## config.mk

```make
export PLATFORM = sky130hd
export DESIGN_NAME = fp_reg_bank_flat
export DESIGN_NICKNAME = d
export VERILOG_FILES = /design/src/design/rf_pkg.sv /design/src/design/rf_wr_if.sv /design/src/design/fp_reg_bank.sv /design/src/flat_wrapper.sv
export VERILOG_INCLUDE_DIRS = /design/src /design/src/include
export SDC_FILE = /design/constraint.sdc
export NUM_CORES = 1
export LEC_CHECK = 0
export CELL_PAD_IN_SITES_DETAIL_PLACEMENT = 1
export CELL_PAD_IN_SITES_GLOBAL_PLACEMENT = 1
export CORE_ASPECT_RATIO = 0.9
export CORE_UTILIZATION = 26
export DETAILED_ROUTE_END_ITERATION = 7
export DONT_BUFFER_PORTS = 1
export PLACE_DENSITY_LB_ADDON = 0.1
export SLEW_MARGIN = 15
export SYNTH_ARGS = -nofsm -noshare
export SYNTH_HDL_FRONTEND = slang
export SYNTH_SLANG_ARGS = --single-unit
```

## constraint.sdc

```tcl
create_clock -name Clk -period 7.6 [get_ports Clk]
set_input_delay 1.14 -clock Clk [delete_from_list [all_inputs] [get_ports Clk]]
set_output_delay 1.14 -clock Clk [all_outputs]
set_load 0.1 [all_outputs]
```

## src/include/rf_macros.svh

```systemverilog
// register file macros: widths, register counts and fixed register numbers
`ifndef RF_MACROS_SVH
`define RF_MACROS_SVH

// data and address widths
`define RF_WORD_W 32
`define RF_ADDR_W 5
`define RF_BYTE_W 8

// bank sizes
`define RF_NREGS 32
`define RF_NPAIRS 16 // float pairs, even register numbers only

// registers with a fixed role
`define RF_RA_IDX 31 // return address, target of jal
`define RF_FP_IDX 30 // frame pointer, bit 0 is the fp flag

`endif
```

## src/design/rf_pkg.sv

```systemverilog
// register file package: vector types shared by the banks, decoder and read mux
`default_nettype none

`include "rf_macros.svh"

package rf_pkg;

	// one integer or float register
	typedef logic [`RF_WORD_W-1:0] word_t;

	// float pair or hi/lo, msw in the upper half
	typedef logic [2*`RF_WORD_W-1:0] dword_t;

	// register number as seen on the address ports
	typedef logic [`RF_ADDR_W-1:0] reg_addr_t;

	// float pair number, register number without bit 0
	typedef logic [$clog2(`RF_NPAIRS)-1:0] pair_idx_t;

endpackage

`default_nettype wire

```

## src/design/rf_wr_if.sv

```systemverilog
// write bus from the write decoder to the integer bank, float bank and hi/lo
`default_nettype none

interface rf_wr_if;

	// integer bank write
	logic              int_we;
	rf_pkg::reg_addr_t int_addr;
	rf_pkg::word_t     int_data;

	// float pair write
	logic              fp_we;
	rf_pkg::pair_idx_t fp_pair;
	rf_pkg::dword_t    fp_data; // msw goes to the even register

	// multiply/divide result
	logic              hilo_we;
	rf_pkg::dword_t    hilo_data; // hi in the upper word

	modport decoder (
		output int_we, int_addr, int_data,
		output fp_we, fp_pair, fp_data,
		output hilo_we, hilo_data
	);

	modport bank (
		input int_we, int_addr, int_data,
		input fp_we, fp_pair, fp_data,
		input hilo_we, hilo_data
	);

endinterface

`default_nettype wire

```

## src/design/fp_reg_bank.sv

```systemverilog
// float bank: sixteen 64-bit register pairs with pair write and two pair reads
`default_nettype none

`include "rf_macros.svh"

module fp_reg_bank (
	input wire logic              Clk,
	input wire logic              rst_i,
	rf_wr_if.bank                 wr_i,
	input wire rf_pkg::pair_idx_t rs_pair_i,
	input wire rf_pkg::pair_idx_t rt_pair_i,
	output rf_pkg::dword_t        rs_pair_o,
	output rf_pkg::dword_t        rt_pair_o
);

	// each entry holds {even reg, odd reg}, msw first as on big endian
	rf_pkg::dword_t pairs_q [`RF_NPAIRS];

	always_ff @(posedge Clk) begin
		if (rst_i) begin
			for (int i = 0; i < `RF_NPAIRS; i++) begin
				pairs_q[i] <= '0;
			end
		end else if (wr_i.fp_we) begin
			pairs_q[wr_i.fp_pair] <= wr_i.fp_data; // both words at once
		end
	end

	assign rs_pair_o = pairs_q[rs_pair_i];
	assign rt_pair_o = pairs_q[rt_pair_i];

	a_pair_known: assert property (
		@(posedge Clk) disable iff (rst_i)
		wr_i.fp_we |-> !$isunknown(wr_i.fp_pair)
	);

endmodule

`default_nettype wire

```

## src/flat_wrapper.sv

```systemverilog
// flat-port wrapper written by rule: the top's interface ports become plain ports
module fp_reg_bank_flat 
  (Clk, rst_i, rs_pair_i, rt_pair_i, rs_pair_o, rt_pair_o, wr_i_int_we, wr_i_int_addr, wr_i_int_data, wr_i_fp_we, wr_i_fp_pair, wr_i_fp_data, wr_i_hilo_we, wr_i_hilo_data);
  rf_wr_if wr_i_i ();
  input wire logic Clk;
  input wire logic rst_i;
  input wire rf_pkg::pair_idx_t rs_pair_i;
  input wire rf_pkg::pair_idx_t rt_pair_i;
  output rf_pkg::dword_t rs_pair_o;
  output rf_pkg::dword_t rt_pair_o;
  input wire logic [$bits(wr_i_i.int_we)-1:0] wr_i_int_we;
  input wire logic [$bits(wr_i_i.int_addr)-1:0] wr_i_int_addr;
  input wire logic [$bits(wr_i_i.int_data)-1:0] wr_i_int_data;
  input wire logic [$bits(wr_i_i.fp_we)-1:0] wr_i_fp_we;
  input wire logic [$bits(wr_i_i.fp_pair)-1:0] wr_i_fp_pair;
  input wire logic [$bits(wr_i_i.fp_data)-1:0] wr_i_fp_data;
  input wire logic [$bits(wr_i_i.hilo_we)-1:0] wr_i_hilo_we;
  input wire logic [$bits(wr_i_i.hilo_data)-1:0] wr_i_hilo_data;
  assign wr_i_i.int_we = wr_i_int_we;
  assign wr_i_i.int_addr = wr_i_int_addr;
  assign wr_i_i.int_data = wr_i_int_data;
  assign wr_i_i.fp_we = wr_i_fp_we;
  assign wr_i_i.fp_pair = wr_i_fp_pair;
  assign wr_i_i.fp_data = wr_i_fp_data;
  assign wr_i_i.hilo_we = wr_i_hilo_we;
  assign wr_i_i.hilo_data = wr_i_hilo_data;
  fp_reg_bank u_core (.Clk(Clk), .rst_i(rst_i), .wr_i(wr_i_i), .rs_pair_i(rs_pair_i), .rt_pair_i(rt_pair_i), .rs_pair_o(rs_pair_o), .rt_pair_o(rt_pair_o));
endmodule
```

==> out/metrics.yaml <==
die:
  dieWidth_um: 478
  die_area_mm2: 0.206
  die_h_um: 430
  start_util_pct: 26.3
  row_count: 156
  io_pins: 310
  core_area_mm2: 0.202
setup_path:
  crit_arrival_ps: 3700
  startpoint_type: "input pin"
  critPathKind: "input pin to primary output"
  timing.critical_path.from: "rs_pair_i[2]"
  endpoint_kind: "primary output"
  cp.required_ps: 6460
  endpoint: "rs_pair_o[2]"
  crit_fanout: 23
timing:
  tns_ps: 0
  fin_crit_ps: 4840
  slew_headroom_pct: 18.8
  clock.fmax_mhz: 207
  hold_viol_final: 0
  rsz0062_at_grt: "no"
  period_share_pct: 63.6
  max_slew.worst_pin.slew_ps: 1220
  finalSetupViolations: 0
  slew_violations: 0
placement:
  dpl.hpwl_um: 104000
  place.gp.congestion: 0.703
  port_buffers: 0
  dp_cells: 5746
synth:
  yosysUniqueCellTypes: 21
  synth-seq-cells: 1024
  yosysSeqAreaShare_pct: 58.0
  syn_inst: 3337
  netlist_area_mm2: 0.0530
  ys_warn_count: 0
  synth_nets: 3519
  postSynthAreaPerCell_um2: 15.9
power:
  p_per_area_mw_per_mm2: 245
  power.total_uw: 14500
  peakVddDrop_v: 0.000180
  power_leakage_uw: 0.0195
clock_tree:
  cts.reportedPaths.clkPinSlew_ps: 60
  clockBufferDepth: 3
  cts_resized: 0
  tritoncts: "done"
  htree_levels: 4
  cts-root-buf: "clkbuf_16"
  cts_buffers: 132
  holdBufCountCts: 0
  post-cts-setup-buffer-count: 0
  clock_sinks: 1024
route:
  remaining_drc_errors: 18
  ant_nets: 0
  avgViaCountPerCell: 5.19
  firstDrtPassIters: 7
  drt_iter0_drc: 2540
  wl_per_cell_um: 35.1
  wirelength_um: 210000
  vias: 31000
hold_path:
  hp-class: "input pin to flop"
grt:
  grt_pass1_wl_um: 287000
  antenna_found_initial: 19
  grt_pass1_vias: 35000
  track_usage_pct: 20.3
  grt_max_degree: 257
  grt_overflow_total: 0
final_layout:
  syn_to_final_growth_pct: 12.0
  top_regs: "u_core.pairs_q: 1024 flops"
  top_register: "u_core.pairs_q"
  finalNetCount: 3376
  drive_above_1_share_pct: 23.9
  final_cells: 5975
  largest_reg_flops: 1024
job:
  drv_cap: 0
outcome:
  status: "finished with violations"
  violations: "design-rule violations"
## cells by family (layout without fill, tap and decap cells)
| logic type | count (synthesis) | after routing | share of synthesized area, % |
|---|---|---|---|
| DFF | 1024 | 1024 | 58.0 |
| and+or+nand+nor | 1199 | 1199 | 13.6 |
| AOI/OAI and AO/OA | 256 | 256 | 3.62 |
| muxes | 512 | 512 | 21.7 |
| buffers and inverters | 346 | 294 | 3.09 |
| other | 0 | 4 | 0 |
## final cells by class
| type | instances | area [um^2] |
|---|---|---|
| flip-flops and latches | 1024 | 30700 |
| fillers | 20900 | 142000 |
| repair buffers | 69 | 543 |
| well taps | 2686 | 3360 |
| multi-input cells | 1967 | 20800 |
| clock inverters | 58 | 353 |
| clock buffers | 167 | 3540 |
| diodes | 4 | 10.0 |
## cell usage in the layout (no fill, tap or decap), types with 2 or more instances in the layout
cell type,n
a22oi_1,256
and2_1,1024
and2_4,2
buf_12,2
buf_4,67
clkbuf_1,30
clkbuf_16,137
clkinv_1,32
clkinv_2,15
clkinv_8,4
diode_2,4
edfxtp_1,1024
inv_6,4
mux4_2,512
nand2_1,129
nand2b_1,2
nand4bb_1,2
nor2_4,14
nor2b_4,4
nor3_2,3
or2_4,16
## through the flow
step / setup slack (ps) / hold slack (ps) / util (%) / area (um^2)
2_1_floorplan: 3510 / 1340 / - / 53000
3_3_place_gp: 2740 / 1340 / 27.5 / 55500
3_5_place_dp: 2690 / 1340 / 27.5 / 55500
4_1_cts: 2720 / 486 / 29.4 / 59400
5_1_grt: 2790 / 500 / 29.4 / 59400
6_report: 2760 / 559 / 29.4 / 59400
## per-layer routing
metal | vias up | global-route usage [%] | routed length (um)
met5 | - | 0 | 13
met4 | 2 | 6.55 | 6570
met3 | 313 | 3.57 | 11400
met2 | 1012 | 36.5 | 109000
met1 | 17100 | 24.3 | 82900
li1 | 12600 | - | -
## report_power, final
| group | switching (uW) | leakage, uW | internal [uW] |
|---|---|---|---|
| logic | 1400 | 0.00788 | 578 |
| clock network | 2540 | 0.00190 | 3310 |
| registers | 150 | 0.00976 | 6550 |
| total | 4090 | 0.0195 | 10400 |
## cell usage after synthesis
master / instances / area share (%)
a22oi_1: 256 / 3.6
and2_1: 1026 / 12
buf_1: 16 / 0.11
buf_2: 31 / 0.29
buf_4: 27 / 0.38
buf_6: 23 / 0.49
clkbuf_1: 226 / 1.6
clkbuf_2: 23 / 0.22
edfxtp_1: 1024 / 58
mux4_2: 512 / 22
nand2_1: 129 / 0.91
nand2b_1: 2 / 0.024
nand4b_4: 1 / 0.045
nand4bb_1: 2 / 0.042
nor2_1: 11 / 0.078
nor2_2: 3 / 0.035
nor2b_1: 4 / 0.047
nor3_1: 3 / 0.028
nor3_2: 1 / 0.019
or2_2: 16 / 0.19
or4b_4: 1 / 0.026
## worst max-delay path, stage by stage
cell and delay [ps]:
nor2b_4 700, buf_4 670, a22oi_1 160, nand2_1 920
## how the worst min path moves through the flow
stage / start / endpoint / slack [ps] / cells after the start
3_5_place_dp: wr_i_fp_data[50] / u_core.pairs_q[8][50] / 1340 / 1
3_3_place_gp: wr_i_fp_data[27] / u_core.pairs_q[8][27] / 1340 / 1
4_1_cts: wr_i_fp_data[19] / u_core.pairs_q[13][19] / 490 / 1
5_1_grt: wr_i_fp_data[19] / u_core.pairs_q[13][19] / 500 / 1
6_report: wr_i_fp_data[19] / u_core.pairs_q[13][19] / 560 / 1
2_1_floorplan: wr_i_fp_data[0] / u_core.pairs_q[0][0] / 1340 / 1
(Power assumes the default switching activity.)
