[src/include/rf_macros.svh]
// register file macros: widths, register counts and fixed register numbers
`ifndef RF_MACROS_SVH
`define RF_MACROS_SVH

// data and address widths
`define RF_WORD_W 32
`define RF_ADDR_W 5
`define RF_BYTE_W 8

// bank sizes
`define RF_NREGS 32
`define RF_NPAIRS 16 // float pairs, even register numbers only

// registers with a fixed role
`define RF_RA_IDX 31 // return address, target of jal
`define RF_FP_IDX 30 // frame pointer, bit 0 is the fp flag

`endif
[src/design/rf_pkg.sv]
// register file package: vector types shared by the banks, decoder and read mux
`default_nettype none

`include "rf_macros.svh"

package rf_pkg;

	// one integer or float register
	typedef logic [`RF_WORD_W-1:0] word_t;

	// float pair or hi/lo, msw in the upper half
	typedef logic [2*`RF_WORD_W-1:0] dword_t;

	// register number as seen on the address ports
	typedef logic [`RF_ADDR_W-1:0] reg_addr_t;

	// float pair number, register number without bit 0
	typedef logic [$clog2(`RF_NPAIRS)-1:0] pair_idx_t;

endpackage

`default_nettype wire

[src/design/rf_wr_if.sv]
// write bus from the write decoder to the integer bank, float bank and hi/lo
`default_nettype none

interface rf_wr_if;

	// integer bank write
	logic              int_we;
	rf_pkg::reg_addr_t int_addr;
	rf_pkg::word_t     int_data;

	// float pair write
	logic              fp_we;
	rf_pkg::pair_idx_t fp_pair;
	rf_pkg::dword_t    fp_data; // msw goes to the even register

	// multiply/divide result
	logic              hilo_we;
	rf_pkg::dword_t    hilo_data; // hi in the upper word

	modport decoder (
		output int_we, int_addr, int_data,
		output fp_we, fp_pair, fp_data,
		output hilo_we, hilo_data
	);

	modport bank (
		input int_we, int_addr, int_data,
		input fp_we, fp_pair, fp_data,
		input hilo_we, hilo_data
	);

endinterface

`default_nettype wire

[src/design/int_reg_bank.sv]
// integer bank: 32 general registers plus hi/lo, two combinational read ports
`default_nettype none

`include "rf_macros.svh"

module int_reg_bank (
	input wire logic              Clk,
	input wire logic              rst_i,
	rf_wr_if.bank                 wr_i,
	input wire rf_pkg::reg_addr_t rs_addr_i,
	input wire rf_pkg::reg_addr_t rt_addr_i,
	output rf_pkg::word_t         rs_word_o,
	output rf_pkg::word_t         rt_word_o,
	output rf_pkg::word_t         hi_o,
	output rf_pkg::word_t         lo_o,
	output logic                  fp_flag_o
);

	rf_pkg::word_t  regs_q [`RF_NREGS]; // r0 is never written, so it reads zero
	rf_pkg::dword_t hilo_q;

	always_ff @(posedge Clk) begin
		if (rst_i) begin
			for (int i = 0; i < `RF_NREGS; i++) begin
				regs_q[i] <= '0;
			end
			hilo_q <= '0;
		end else begin
			if (wr_i.int_we) begin
				regs_q[wr_i.int_addr] <= wr_i.int_data;
			end
			if (wr_i.hilo_we) begin
				hilo_q <= wr_i.hilo_data;
			end
		end
	end

	// read ports, no bypass of a write on the same edge
	assign rs_word_o = regs_q[rs_addr_i];
	assign rt_word_o = regs_q[rt_addr_i];

	assign hi_o      = hilo_q[2*`RF_WORD_W-1:`RF_WORD_W];
	assign lo_o      = hilo_q[`RF_WORD_W-1:0];
	assign fp_flag_o = regs_q[`RF_FP_IDX][0]; // flag lives in bit 0 of $fp

	// decoder must keep $zero out of the write path
	a_no_zero_write: assert property (
		@(posedge Clk) disable iff (rst_i)
		wr_i.int_we |-> (wr_i.int_addr != '0)
	);

	// only one of the three targets written per cycle
	a_one_target: assert property (
		@(posedge Clk) disable iff (rst_i)
		$onehot0({wr_i.int_we, wr_i.fp_we, wr_i.hilo_we})
	);

endmodule

`default_nettype wire

[src/flat_wrapper.sv]
// flat-port wrapper written by rule: the top's interface ports become plain ports
module int_reg_bank_flat 
  (Clk, rst_i, rs_addr_i, rt_addr_i, rs_word_o, rt_word_o, hi_o, lo_o, fp_flag_o, wr_i_int_we, wr_i_int_addr, wr_i_int_data, wr_i_fp_we, wr_i_fp_pair, wr_i_fp_data, wr_i_hilo_we, wr_i_hilo_data);
  rf_wr_if wr_i_i ();
  input wire logic Clk;
  input wire logic rst_i;
  input wire rf_pkg::reg_addr_t rs_addr_i;
  input wire rf_pkg::reg_addr_t rt_addr_i;
  output rf_pkg::word_t rs_word_o;
  output rf_pkg::word_t rt_word_o;
  output rf_pkg::word_t hi_o;
  output rf_pkg::word_t lo_o;
  output logic fp_flag_o;
  input wire logic [$bits(wr_i_i.int_we)-1:0] wr_i_int_we;
  input wire logic [$bits(wr_i_i.int_addr)-1:0] wr_i_int_addr;
  input wire logic [$bits(wr_i_i.int_data)-1:0] wr_i_int_data;
  input wire logic [$bits(wr_i_i.fp_we)-1:0] wr_i_fp_we;
  input wire logic [$bits(wr_i_i.fp_pair)-1:0] wr_i_fp_pair;
  input wire logic [$bits(wr_i_i.fp_data)-1:0] wr_i_fp_data;
  input wire logic [$bits(wr_i_i.hilo_we)-1:0] wr_i_hilo_we;
  input wire logic [$bits(wr_i_i.hilo_data)-1:0] wr_i_hilo_data;
  assign wr_i_i.int_we = wr_i_int_we;
  assign wr_i_i.int_addr = wr_i_int_addr;
  assign wr_i_i.int_data = wr_i_int_data;
  assign wr_i_i.fp_we = wr_i_fp_we;
  assign wr_i_i.fp_pair = wr_i_fp_pair;
  assign wr_i_i.fp_data = wr_i_fp_data;
  assign wr_i_i.hilo_we = wr_i_hilo_we;
  assign wr_i_i.hilo_data = wr_i_hilo_data;
  int_reg_bank u_core (.Clk(Clk), .rst_i(rst_i), .wr_i(wr_i_i), .rs_addr_i(rs_addr_i), .rt_addr_i(rt_addr_i), .rs_word_o(rs_word_o), .rt_word_o(rt_word_o), .hi_o(hi_o), .lo_o(lo_o), .fp_flag_o(fp_flag_o));
endmodule
[config.mk]
export PLATFORM = sky130hd
export DESIGN_NAME = int_reg_bank_flat
export DESIGN_NICKNAME = d
export VERILOG_FILES = /design/src/design/rf_pkg.sv /design/src/design/rf_wr_if.sv /design/src/design/int_reg_bank.sv /design/src/flat_wrapper.sv
export VERILOG_INCLUDE_DIRS = /design/src /design/src/include
export SDC_FILE = /design/constraint.sdc
export NUM_CORES = 2
export LEC_CHECK = 0
export BUFFER_PORTS_ARGS = -buffer_cell sky130_fd_sc_hd__buf_2
export CAP_MARGIN = 20
export CORE_UTILIZATION = 40
export CTS_CLUSTER_SIZE = 8
export DETAILED_ROUTE_END_ITERATION = 7
export GPL_TIMING_DRIVEN = 0
export HOLD_SLACK_MARGIN = 0.05
export PLACE_DENSITY_LB_ADDON = 0.3
export SLEW_MARGIN = 20
export SYNTH_ARGS = -nofsm -noshare
export SYNTH_HDL_FRONTEND = slang
export SYNTH_SLANG_ARGS = --single-unit
[constraint.sdc]
create_clock -name Clk -period 4.75 [get_ports Clk]
set_clock_uncertainty 0.05 [all_clocks]
set_input_delay 0.95 -clock Clk [delete_from_list [all_inputs] [get_ports Clk]]
set_output_delay 0.95 -clock Clk [all_outputs]
set_load 0.01 [all_outputs]
==> out/qor.txt <==
Run status: finished, violations left
Violated checks: setup timing
Synthesized area: 58,400 um2
Hold endpoint: u_core.hilo_q[10]
Top_reg_cell synth: edfxtp_1
Hold depth: 3
Synthesis-to-layout area growth: 13.7%
DRT antenna net count: 0
Vias/cell: 6.06
Critical path's largest stage delay: 0.83 ns
Number of synthesized flops with an enable pin: 1,024
DIE WIDTH: 384 um
Gr usage total: 0.302
Post-Synth XOR/XNOR Area: 0
Critical-path cell list: buf_2 > nor2_1 > clkdlybuf4s15_1 > buf_1 > a22oi_1 > nand3_1 > nand3_1 > buf_2
Synth top area cells: edfxtp_1, mux2i_1, and2_1
Cell Pwr Density: 367 nW/um2
CTS buffer count: 154
Final Hold Vio Count: 0
DRC: 0
Syn Nets: 5,031
Maxcap violations: 0
CTS root buf: clkbuf_16
Row count: 139
Iteration-0 DRC Markers: 5,372
R2R Setup Slk: 4.05 ns
WP data required: 3.75 ns
Synth Area in Simple Gates: 0.159
Largest net degree at the start of global routing: 33
Core Area: 144,000 um2
Vias: 43,600
Critical Path AT: 3.83 ns
Number of synthesized register bits: 1,088
Die Span Y: 384 um
Slowest cell on crit path: clkdlybuf4s15_1
Worst path top cell family by delay: buffers and inverters
Max clock buf depth: 3
Die area: 148,000 um2
Slew Limit Headroom: 0.159
Compound-Gate Fraction of Synth Area: 0.0672
Hold WC Path Type: input port to register
Seq/Total Area, Yosys: 0.548
Final Net Count: 5,431
Crit end category: output pin
CTS sink cnt: 1,088
Hold-fix buffers at CTS: 0
Final HPWL DP: 164,000 um
H-tree lvl count: 4
Yosys top cell by area: edfxtp_1
Critical Path Fanout Max: 10
Syn_area_per_cell: 12.1 um2
Avg WL per Cell: 31.6 um
Top-count cell post-synth: mux2i_1
Nature of the critical path startpoint: input port
Worst ir drop on vdd: 0.301 mV
Total grt overflow: 0
Syn. warnings: 0
FILL cells: 13,100
Final Cycle Share: 1.02
PnR worst setup slack: -0.0843 ns
First-pass detailed-route iteration total: 6
R2r startpoint: u_core.hilo_q[16]
Path depth of the worst reg2reg path: 2
Vias in the first global route: 42,200
Final Util: 0.460
Post-CTS Setup Inserts: 0
Clk_lat worst skew: 0.80 ns
Period minus WS final: 4.83 ns
First-pass GRT wire length: 312,000 um
Port bufs: 239
Final setup viols: 9
Worst-path clk slew: 0.05 ns
Final instance area: 66,400 um2
Post-Synth Adder-Cell Area: 0
FFs w/ async S/R, synth: 0
Most frequent cells after synthesis: mux2i_1, and2_1, edfxtp_1
Synth Instances: 4,847
Crit Path Class: input port to output pin
R2r endpoint: u_core.hilo_q[16]
Placement Cell Area: 62,200 um2
WL final: 227,000 um
Hold Worst Slack: 0.328 ns
Placer Congestion: 0.991
Total power: 24,400 uW
Antenna violations before repair: 36
Mux contribution to synthesized area: 0.186
# IOs: 313
Share of the synthesized area in the top cell type: 0.526
Leak: 0.0265 uW
Max Slew Vio Count: 0
Worst path buffer plus inverter count: 4
Main combinational cell family by area after synthesis: multiplexers
Initial Util: 0.405
Fmax: 0.207 GHz
CTS tree: yes
Post-synth cell types: 32
Layout cell share with drive strength beyond 1: 0.126
Worst-Margin Slew: 1.26 ns
Origin of the worst min-delay path: wr_i_hilo_data[10]
-- cell type report --
class | count | area, um2 | share of cell area
tap | 1903 | 2380 | 0.0358
antenna | 20 | 50.0 | 0.000753
buffer | 463 | 2300 | 0.0346
multi-input combinational | 3296 | 24200 | 0.364
clock buffer | 169 | 3970 | 0.0598
timing repair buffer | 244 | 1280 | 0.0193
clock inverter | 14 | 203 | 0.00305
sequential | 1088 | 32000 | 0.482
-- layout by cell type (no fill, tap or decap), drive strengths merged, types with 4 or more instances in the layout --
master	instances
diode	20
or2	34
inv	5
nor2b	5
nor2	100
mux2i	1088
dfxtp	64
nand2	196
clkinv	9
clkbuf	437
edfxtp	1024
and2	1026
nand2b	5
a22o	128
a22oi	192
nand3b	4
buf	437
a21oi	192
nor3	64
nand3	194
a31oi	64
-- through the flow --
step,setup TNS (ns),setup slack (ns),std cells
after detailed placement,-0.499,-0.229,6994
after global routing,-0.0491,-0.0322,7180
final,-0.258,-0.0843,7197
after floorplan,0,1.55,4847
after global placement,-21.14,-0.308,6989
after CTS,0,0.00517,7177
-- how the worst max path moves through the flow --
stage,from,to,slack [ns],cells past startpoint
finish,rs_addr_i[0],rs_word_o[13],-0.08,8
global route,rs_addr_i[0],rs_word_o[21],-0.03,8
CTS,rs_addr_i[0],rs_word_o[31],0.005,8
detailed placement,rs_addr_i[0],rs_word_o[12],-0.23,8
global placement,rst_i,u_core.regs_q[10][21],-0.31,6
floorplan,rt_addr_i[1],rt_word_o[10],1.55,8
-- worst register-to-register path: stages, from the launching register on --
cell     delay, ns
dfxtp_1       0.34
mux2i_1       0.13
nor2_1        0.05
-- routing by layer --
layer,track usage,part of all wire
met1,0.376,0.37
met2,0.458,0.44
met3,0.111,0.13
met4,0.153,0.054
met5,0,0.00064
-- power by group --
part           internal (uW)  leakage [uW]  switching (uW)
clock network           5860       0.00204            4250
logic                    942        0.0142            2040
registers              11000        0.0103             272
total                  17800        0.0265            6570
-- state kept, by name, summed over array words and instances, names as in the netlist --
signal,flops
u_core.regs_q,1024
u_core.hilo_q,64
-- logic make-up (layout without fill, tap and decap cells) --
logic type / count (synthesis) / in the layout
mux: 1088 / 1088
simple gates: 1632 / 1632
flops: 1088 / 1088
other cells: 0 / 20
buf+inv: 463 / 890
compound gates: 576 / 576
-- what timing repair did --
action / CTS / global route
endpoints found under the hold margin: 0 / 0
gates resized for setup: 4 / 12
setup endpoints to repair: 5 / 13
cloned: 0 / 0
Note: power is estimated with default switching activity, not from simulation.
