### src/include/rf_macros.svh
// register file macros: widths, register counts and fixed register numbers
`ifndef RF_MACROS_SVH
`define RF_MACROS_SVH

// data and address widths
`define RF_WORD_W 32
`define RF_ADDR_W 5
`define RF_BYTE_W 8

// bank sizes
`define RF_NREGS 32
`define RF_NPAIRS 16 // float pairs, even register numbers only

// registers with a fixed role
`define RF_RA_IDX 31 // return address, target of jal
`define RF_FP_IDX 30 // frame pointer, bit 0 is the fp flag

`endif
### src/design/rf_pkg.sv
// register file package: vector types shared by the banks, decoder and read mux
`default_nettype none

`include "rf_macros.svh"

package rf_pkg;

	// one integer or float register
	typedef logic [`RF_WORD_W-1:0] word_t;

	// float pair or hi/lo, msw in the upper half
	typedef logic [2*`RF_WORD_W-1:0] dword_t;

	// register number as seen on the address ports
	typedef logic [`RF_ADDR_W-1:0] reg_addr_t;

	// float pair number, register number without bit 0
	typedef logic [$clog2(`RF_NPAIRS)-1:0] pair_idx_t;

endpackage

`default_nettype wire

### src/design/rf_wr_if.sv
// write bus from the write decoder to the integer bank, float bank and hi/lo
`default_nettype none

interface rf_wr_if;

	// integer bank write
	logic              int_we;
	rf_pkg::reg_addr_t int_addr;
	rf_pkg::word_t     int_data;

	// float pair write
	logic              fp_we;
	rf_pkg::pair_idx_t fp_pair;
	rf_pkg::dword_t    fp_data; // msw goes to the even register

	// multiply/divide result
	logic              hilo_we;
	rf_pkg::dword_t    hilo_data; // hi in the upper word

	modport decoder (
		output int_we, int_addr, int_data,
		output fp_we, fp_pair, fp_data,
		output hilo_we, hilo_data
	);

	modport bank (
		input int_we, int_addr, int_data,
		input fp_we, fp_pair, fp_data,
		input hilo_we, hilo_data
	);

endinterface

`default_nettype wire

### src/design/rf_write_decode.sv
// write decoder: turns the write strobes into at most one bank write per cycle
`default_nettype none

`include "rf_macros.svh"

module rf_write_decode (
	input wire rf_pkg::reg_addr_t wr_addr_i,
	input wire rf_pkg::word_t     wr_data_i,
	input wire rf_pkg::dword_t    wr_data64_i,
	input wire logic              reg_write_i,
	input wire logic              load_byte_i,
	input wire logic              jal_i,
	input wire logic              float_write_i,
	input wire logic              wide_write_i,
	input wire logic              muldiv_i,
	rf_wr_if.decoder              wr_o
);

	rf_pkg::word_t     byte_ext; // low byte, zero extended
	rf_pkg::reg_addr_t int_target; // jal overrides the address

	assign byte_ext   = rf_pkg::word_t'(wr_data_i[`RF_BYTE_W-1:0]);
	assign int_target = jal_i ? rf_pkg::reg_addr_t'(`RF_RA_IDX) : wr_addr_i;

	// payloads are steered regardless, only the enables carry the decision
	assign wr_o.int_addr  = int_target;
	assign wr_o.int_data  = (!jal_i && load_byte_i) ? byte_ext : wr_data_i;
	assign wr_o.fp_pair   = wr_addr_i[`RF_ADDR_W-1:1];
	assign wr_o.fp_data   = wide_write_i ? wr_data64_i : rf_pkg::dword_t'(wr_data_i);
	assign wr_o.hilo_data = wr_data64_i;

	always_comb begin
		wr_o.int_we  = 1'b0;
		wr_o.fp_we   = 1'b0;
		wr_o.hilo_we = 1'b0;
		if (reg_write_i) begin
			if (wide_write_i && muldiv_i) begin
				wr_o.hilo_we = 1'b1; // mult/div result
			end else if (float_write_i) begin
				wr_o.fp_we = !wr_addr_i[0]; // odd pair address is dropped
			end else if (!wide_write_i) begin
				wr_o.int_we = (int_target != '0); // $zero stays zero
			end
			// wide write without muldiv or float lands nowhere
		end
	end

endmodule

`default_nettype wire

### src/flat_wrapper.sv
// flat-port wrapper written by rule: the top's interface ports become plain ports
module rf_write_decode_flat 
  (wr_addr_i, wr_data_i, wr_data64_i, reg_write_i, load_byte_i, jal_i, float_write_i, wide_write_i, muldiv_i, wr_o_int_we, wr_o_int_addr, wr_o_int_data, wr_o_fp_we, wr_o_fp_pair, wr_o_fp_data, wr_o_hilo_we, wr_o_hilo_data);
  rf_wr_if wr_o_i ();
  input wire rf_pkg::reg_addr_t wr_addr_i;
  input wire rf_pkg::word_t wr_data_i;
  input wire rf_pkg::dword_t wr_data64_i;
  input wire logic reg_write_i;
  input wire logic load_byte_i;
  input wire logic jal_i;
  input wire logic float_write_i;
  input wire logic wide_write_i;
  input wire logic muldiv_i;
  output wire logic [$bits(wr_o_i.int_we)-1:0] wr_o_int_we;
  output wire logic [$bits(wr_o_i.int_addr)-1:0] wr_o_int_addr;
  output wire logic [$bits(wr_o_i.int_data)-1:0] wr_o_int_data;
  output wire logic [$bits(wr_o_i.fp_we)-1:0] wr_o_fp_we;
  output wire logic [$bits(wr_o_i.fp_pair)-1:0] wr_o_fp_pair;
  output wire logic [$bits(wr_o_i.fp_data)-1:0] wr_o_fp_data;
  output wire logic [$bits(wr_o_i.hilo_we)-1:0] wr_o_hilo_we;
  output wire logic [$bits(wr_o_i.hilo_data)-1:0] wr_o_hilo_data;
  assign wr_o_int_we = wr_o_i.int_we;
  assign wr_o_int_addr = wr_o_i.int_addr;
  assign wr_o_int_data = wr_o_i.int_data;
  assign wr_o_fp_we = wr_o_i.fp_we;
  assign wr_o_fp_pair = wr_o_i.fp_pair;
  assign wr_o_fp_data = wr_o_i.fp_data;
  assign wr_o_hilo_we = wr_o_i.hilo_we;
  assign wr_o_hilo_data = wr_o_i.hilo_data;
  rf_write_decode u_core (.wr_addr_i(wr_addr_i), .wr_data_i(wr_data_i), .wr_data64_i(wr_data64_i), .reg_write_i(reg_write_i), .load_byte_i(load_byte_i), .jal_i(jal_i), .float_write_i(float_write_i), .wide_write_i(wide_write_i), .muldiv_i(muldiv_i), .wr_o(wr_o_i));
endmodule
### config.mk
export PLATFORM = sky130hd
export DESIGN_NAME = rf_write_decode_flat
export DESIGN_NICKNAME = d
export VERILOG_FILES = /design/src/design/rf_pkg.sv /design/src/design/rf_wr_if.sv /design/src/design/rf_write_decode.sv /design/src/flat_wrapper.sv
export VERILOG_INCLUDE_DIRS = /design/src /design/src/include
export SDC_FILE = /design/constraint.sdc
export NUM_CORES = 1
export LEC_CHECK = 0
export ABC_CLOCK_PERIOD_IN_PS = 1100
export BUFFER_PORTS_ARGS = -buffer_cell sky130_fd_sc_hd__buf_2
export CAP_MARGIN = 5
export CORE_AREA = 4 4 105 107
export DETAILED_ROUTE_END_ITERATION = 7
export DIE_AREA = 0 0 109 111
export PLACE_DENSITY = 0.6
export RECOVER_POWER = 25
export SLEW_MARGIN = 25
export SYNTH_ARGS = -nofsm -noshare
export SYNTH_HDL_FRONTEND = slang
export SYNTH_SLANG_ARGS = --single-unit
### constraint.sdc
create_clock -name vclk -period 1.1
set_input_delay 0.22 -clock vclk [all_inputs]
set_output_delay 0.22 -clock vclk [all_outputs]
set_load 0.1 [all_outputs]
==> results of run 1 <==
per-layer routing:
| metal | vias to the layer above | share of wire | wire [µm] |
|---|---|---|---|
| li1 | 962 | - | - |
| met2 | 177 | 0.56 | 5760 |
| met3 | 20 | 0.11 | 1120 |
| met1 | 983 | 0.31 | 3130 |
| met5 | - | 0 | 0 |
| met4 | 0 | 0.023 | 240 |
area by class of cell:
| class | count | share of cell area |
|---|---|---|
| Multi-Input combinational cell | 103 | 0.210 |
| Timing Repair Buffer | 301 | 0.759 |
| Tap cell | 136 | 0.0317 |
logic make-up after synthesis:
kind of cell           share of synthesized area
and+or+nand+nor                            0.293
muxes                                      0.258
AOI/OAI and AO/OA                         0.0125
buffers and inverters                      0.436
worst max-delay path, cell delays in order:
cell and delay [ns]:
buf_6 0.10, or4_4 0.52, o211a_4 0.26, buf_12 0.16
cells in the mapped netlist:
library cell | n | share of area
buf_4 | 76 | 0.41
clkbuf_1 | 5 | 0.013
or2_2 | 5 | 0.022
nor2_1 | 1 | 0.0027
and2_1 | 56 | 0.25
nand2b_1 | 1 | 0.0045
a211oi_1 | 1 | 0.0054
nand2_1 | 1 | 0.0027
and3_1 | 1 | 0.0045
buf_2 | 4 | 0.014
or4_1 | 1 | 0.0054
o211a_1 | 1 | 0.0072
mux2_2 | 32 | 0.26
report_power, final:
group | switching [µW] | internal [µW]
combinational | 3420 | 1870
clock | 0 | 0
sequential | 0 | 0
how the worst max path moves through the flow:
stage | to | slack [ns] | depth (start not counted)
2_1_floorplan | wr_o_fp_we | -0.34 | 2
3_3_place_gp | wr_o_int_we | -0.48 | 4
5_1_grt | wr_o_int_we | -0.40 | 4
6_report | wr_o_int_we | -0.39 | 4
3_5_place_dp | wr_o_int_we | -0.49 | 4
4_1_cts | wr_o_int_we | -0.39 | 4
what timing repair did:
action	in CTS	in global routing
pin swaps	15	7
setup buffers	5	0
setup endpoints to repair	96	84
gates resized for setup	68	7
hold buffers	0	0
gates cloned	11	1
stage by stage:
stage	power (µW)	utilization	hold slack, ns	setup slack (ns)	area, µm²
after floorplan	3430	-	0.543	-0.341	1720
after global placement	5200	0.515	0.719	-0.479	5230
after detailed placement	5250	0.515	0.722	-0.495	5230
after CTS	5510	0.566	0.722	-0.386	5740
after global routing	5410	0.530	0.731	-0.404	5370
final	5300	0.530	0.724	-0.385	5370
==> results.yml, run 1 <==
status:
  status: "finished, violations left"
  failed_checks: "negative setup slack"
setup_path:
  critPathKind: "primary input to output pin"
  critPathLaunch: "wr_addr_i[4]"
  crit_fanout: 2
  cp-start-kind: "primary input"
  cp.arrival_ns: 1.27
  endpoint_kind: "output pin"
  cp.required_ns: 0.88
place:
  gp_congestion: 0.827
  port_buffers: 279
  dp_hpwl_mm: 8.06
  dp.cells: 526
hold_path:
  worstHoldPathCells: 2
  hp-class: "primary input to output pin"
  worstHoldEndpoint: "wr_o_hilo_data[25]"
  min-delay-start: "wr_data64_i[25]"
global_route:
  grt_max_degree: 10
  grt_usage: 0.153
  grt_pass1_wl_mm: 14.4
  antenna_found_initial: 0
  grt-ovfl-total: 0
  grt_use_met1: 0.141
  grt-busiest-layer: "met2"
  grtUsageMet3: 0.0495
  first_global_vias: 2419
  grt_util_met2: 0.318
yosys:
  seq_area_frac_synth: 0
  synth_nets: 292
  syn-cell-area_um2: 1400
  syn_avg_cell_area_um2: 7.55
  ys_warn_count: 0
  syn_inst: 185
  synth_cell_types: 13
layout:
  seqCellArea_um2: 0
  final_nets: 513
  seq_cell_count: 0
  final_common_cell: "buf_12"
  fillers: 837
  multiInputGateArea_um2: 1130
  instances_no_fill: 540
  insertedDiodeCount: 0
  drive_gt1_frac: 0.995
  layout_common_cells: "buf_12 (150), buf_2 (126), and2_4 (54)"
  area_delta_synth_final_pct: 285
  clkbuf_count: 0
detailed_routing:
  wl_per_cell_um: 19.0
  vias_per_cell: 3.97
  ant_nets: 0
  post-route-drc-count: 0
  totalWireLength_mm: 10.2
  drtPass1Iterations: 4
  num_vias: 2142
  drt_iter0_drc: 48
die:
  die_height_um: 111
  core-area_um2: 10100
  rows: 37
  io_pins: 279
  initial_utilization: 0.138
  fp.dieW_um: 109
  dieArea_um2: 12100
power:
  power_density_nw_per_um2: 986
  p_leak_uw: 0.00267
  peakVddDrop_mv: 0.514
timing:
  grt_setup_unrepaired: "true"
  finalSetupViolCount: 62
  setup_ws_ns: -0.385
  finalHoldViolCount: 0
  worst_slew_pin_slew_ns: 0.510
  finalCritPeriodShare: 1.35
  relSlewSlack: 0.662
  setup_tns_ns: -5.03
  slew_violations: 0
  post-route-min-period_ns: 1.49
  clock.fmax_mhz: 673
run:
  drv_cap: 0
(Power assumes the default switching activity.)
==> run 2: changes to the inputs <==
--- a/config.mk
+++ b/config.mk
@@ -6,13 +6,13 @@
 export SDC_FILE = /design/constraint.sdc
 export NUM_CORES = 1
 export LEC_CHECK = 0
-export ABC_CLOCK_PERIOD_IN_PS = 1100
+export ABC_CLOCK_PERIOD_IN_PS = 1400
 export BUFFER_PORTS_ARGS = -buffer_cell sky130_fd_sc_hd__buf_2
 export CAP_MARGIN = 5
-export CORE_AREA = 4 4 105 107
+export CORE_AREA = 4 4 107 109
 export DETAILED_ROUTE_END_ITERATION = 7
-export DIE_AREA = 0 0 109 111
-export PLACE_DENSITY = 0.6
+export DIE_AREA = 0 0 111 113
+export PLACE_DENSITY = 0.56
 export RECOVER_POWER = 25
 export SLEW_MARGIN = 25
 export SYNTH_ARGS = -nofsm -noshare
==> constraint.sdc (replaced) <==
create_clock -name vclk -period 1.4
set_input_delay 0.28 -clock vclk [all_inputs]
set_output_delay 0.28 -clock vclk [all_outputs]
set_load 0.1 [all_outputs]
==> results.yml, run 2 (synthesized netlist as in run 1, its figures left out) <==
place:
  dp.cells: 534
  dp_hpwl_mm: 7.37
  gp_congestion: 0.918
  port_buffers: 279
timing:
  clock.fmax_mhz: 628
  worst_slew_pin_slew_ns: 0.560
  post-route-min-period_ns: 1.59
  setup_tns_ns: -0.193
  setup_ws_ns: -0.193
  relSlewSlack: 0.628
  finalSetupViolCount: 1
  finalHoldViolCount: 0
  grt_setup_unrepaired: "true"
  finalCritPeriodShare: 1.14
  slew_violations: 0
layout:
  insertedDiodeCount: 0
  final_nets: 507
  instances_no_fill: 538
  drive_gt1_frac: 0.995
  seq_cell_count: 0
  seqCellArea_um2: 0
  final_common_cell: "buf_2"
  clkbuf_count: 0
  layout_common_cells: "buf_2 (143), buf_12 (93), and2_4 (54)"
  multiInputGateArea_um2: 986
  fillers: 1028
  fin_util: 0.400
  area_delta_synth_final_pct: 204
die:
  fp.dieW_um: 111
  dieArea_um2: 12500
  io_pins: 279
  rows: 38
  initial_utilization: 0.132
  core-area_um2: 10600
  die_height_um: 113
power:
  power_density_nw_per_um2: 875
  p_leak_uw: 0.00218
  power_uw: 3710
  peakVddDrop_mv: 0.495
run:
  drv_cap: 0
hold_path:
  hp-class: "primary input to output pin"
  worstHoldPathCells: 3
  worstHoldEndpoint: "wr_o_fp_we"
  min-delay-start: "wr_addr_i[0]"
detailed_routing:
  drtPass1Iterations: 4
  post-route-drc-count: 0
  ant_nets: 0
  num_vias: 2041
  vias_per_cell: 3.79
  totalWireLength_mm: 8.36
  wl_per_cell_um: 15.5
  drt_iter0_drc: 35
setup_path:
  critPathKind: "primary input to output pin"
  crit_fanout: 2
  cp.arrival_ns: 1.31
  cp.required_ns: 1.12
  endpoint_kind: "output pin"
  cp-start-kind: "primary input"
global_route:
  grt_max_degree: 13
  first_global_vias: 2335
  antenna_found_initial: 0
  grt-ovfl-total: 0
  grt_pass1_wl_mm: 12.6
  grt_usage: 0.121
status:
  status: "finished, violations left"
  failed_checks: "negative setup slack"
run 2: final cells by class:
class                      instances  area share
multi-input combinational        100       0.232
tap                              140      0.0413
timing repair buffer             298       0.726
run 2: metrics by stage:
step	hold slack (ns)	setup slack [ns]	instance area, µm²
global placement	0.842	-0.344	4510
finish	0.876	-0.193	4240
CTS	0.843	-0.217	4680
detailed placement	0.842	-0.356	4510
global route	0.884	-0.201	4240
floorplan	0.663	-0.161	1570
run 2: layer usage:
layer,track usage,wire length [µm],vias up
met5,0,0,-
met4,0,15,0
met3,0.0422,909,2
met2,0.256,4760,155
met1,0.119,2680,940
li1,-,-,944
run 2: report_power, final:
group | total, µW | switching, µW | internal [µW] | leakage (µW)
Sequential | 0 | 0 | 0 | 0
Combinational | 3710 | 2590 | 1120 | 0.00218
Clock | 0 | 0 | 0 | 0
run 2: worst max-delay path by stage:
stage | start | slack (ns) | depth (start not counted) | end
after floorplan | wide_write_i | -0.16 | 2 | wr_o_fp_we
after global placement | wr_addr_i[0] | -0.34 | 4 | wr_o_int_we
after detailed placement | wr_addr_i[0] | -0.36 | 4 | wr_o_int_we
after CTS | wr_addr_i[2] | -0.22 | 4 | wr_o_int_we
after global routing | wr_addr_i[2] | -0.20 | 4 | wr_o_int_we
final | wr_addr_i[2] | -0.19 | 4 | wr_o_int_we
run 2: repair_timing:
item                       in CTS  in global routing
setup endpoints to repair      69                 27
pin swaps                       2                  2
buffers inserted                0                  0
hold buffers                    0                  0
gates cloned                    4                  0
gates resized for setup        27                 16
run 2: worst max-delay path: stages:
cell and delay (ns):
buf_6 0.09, or4_4 0.53, o211a_4 0.25, buf_12 0.16
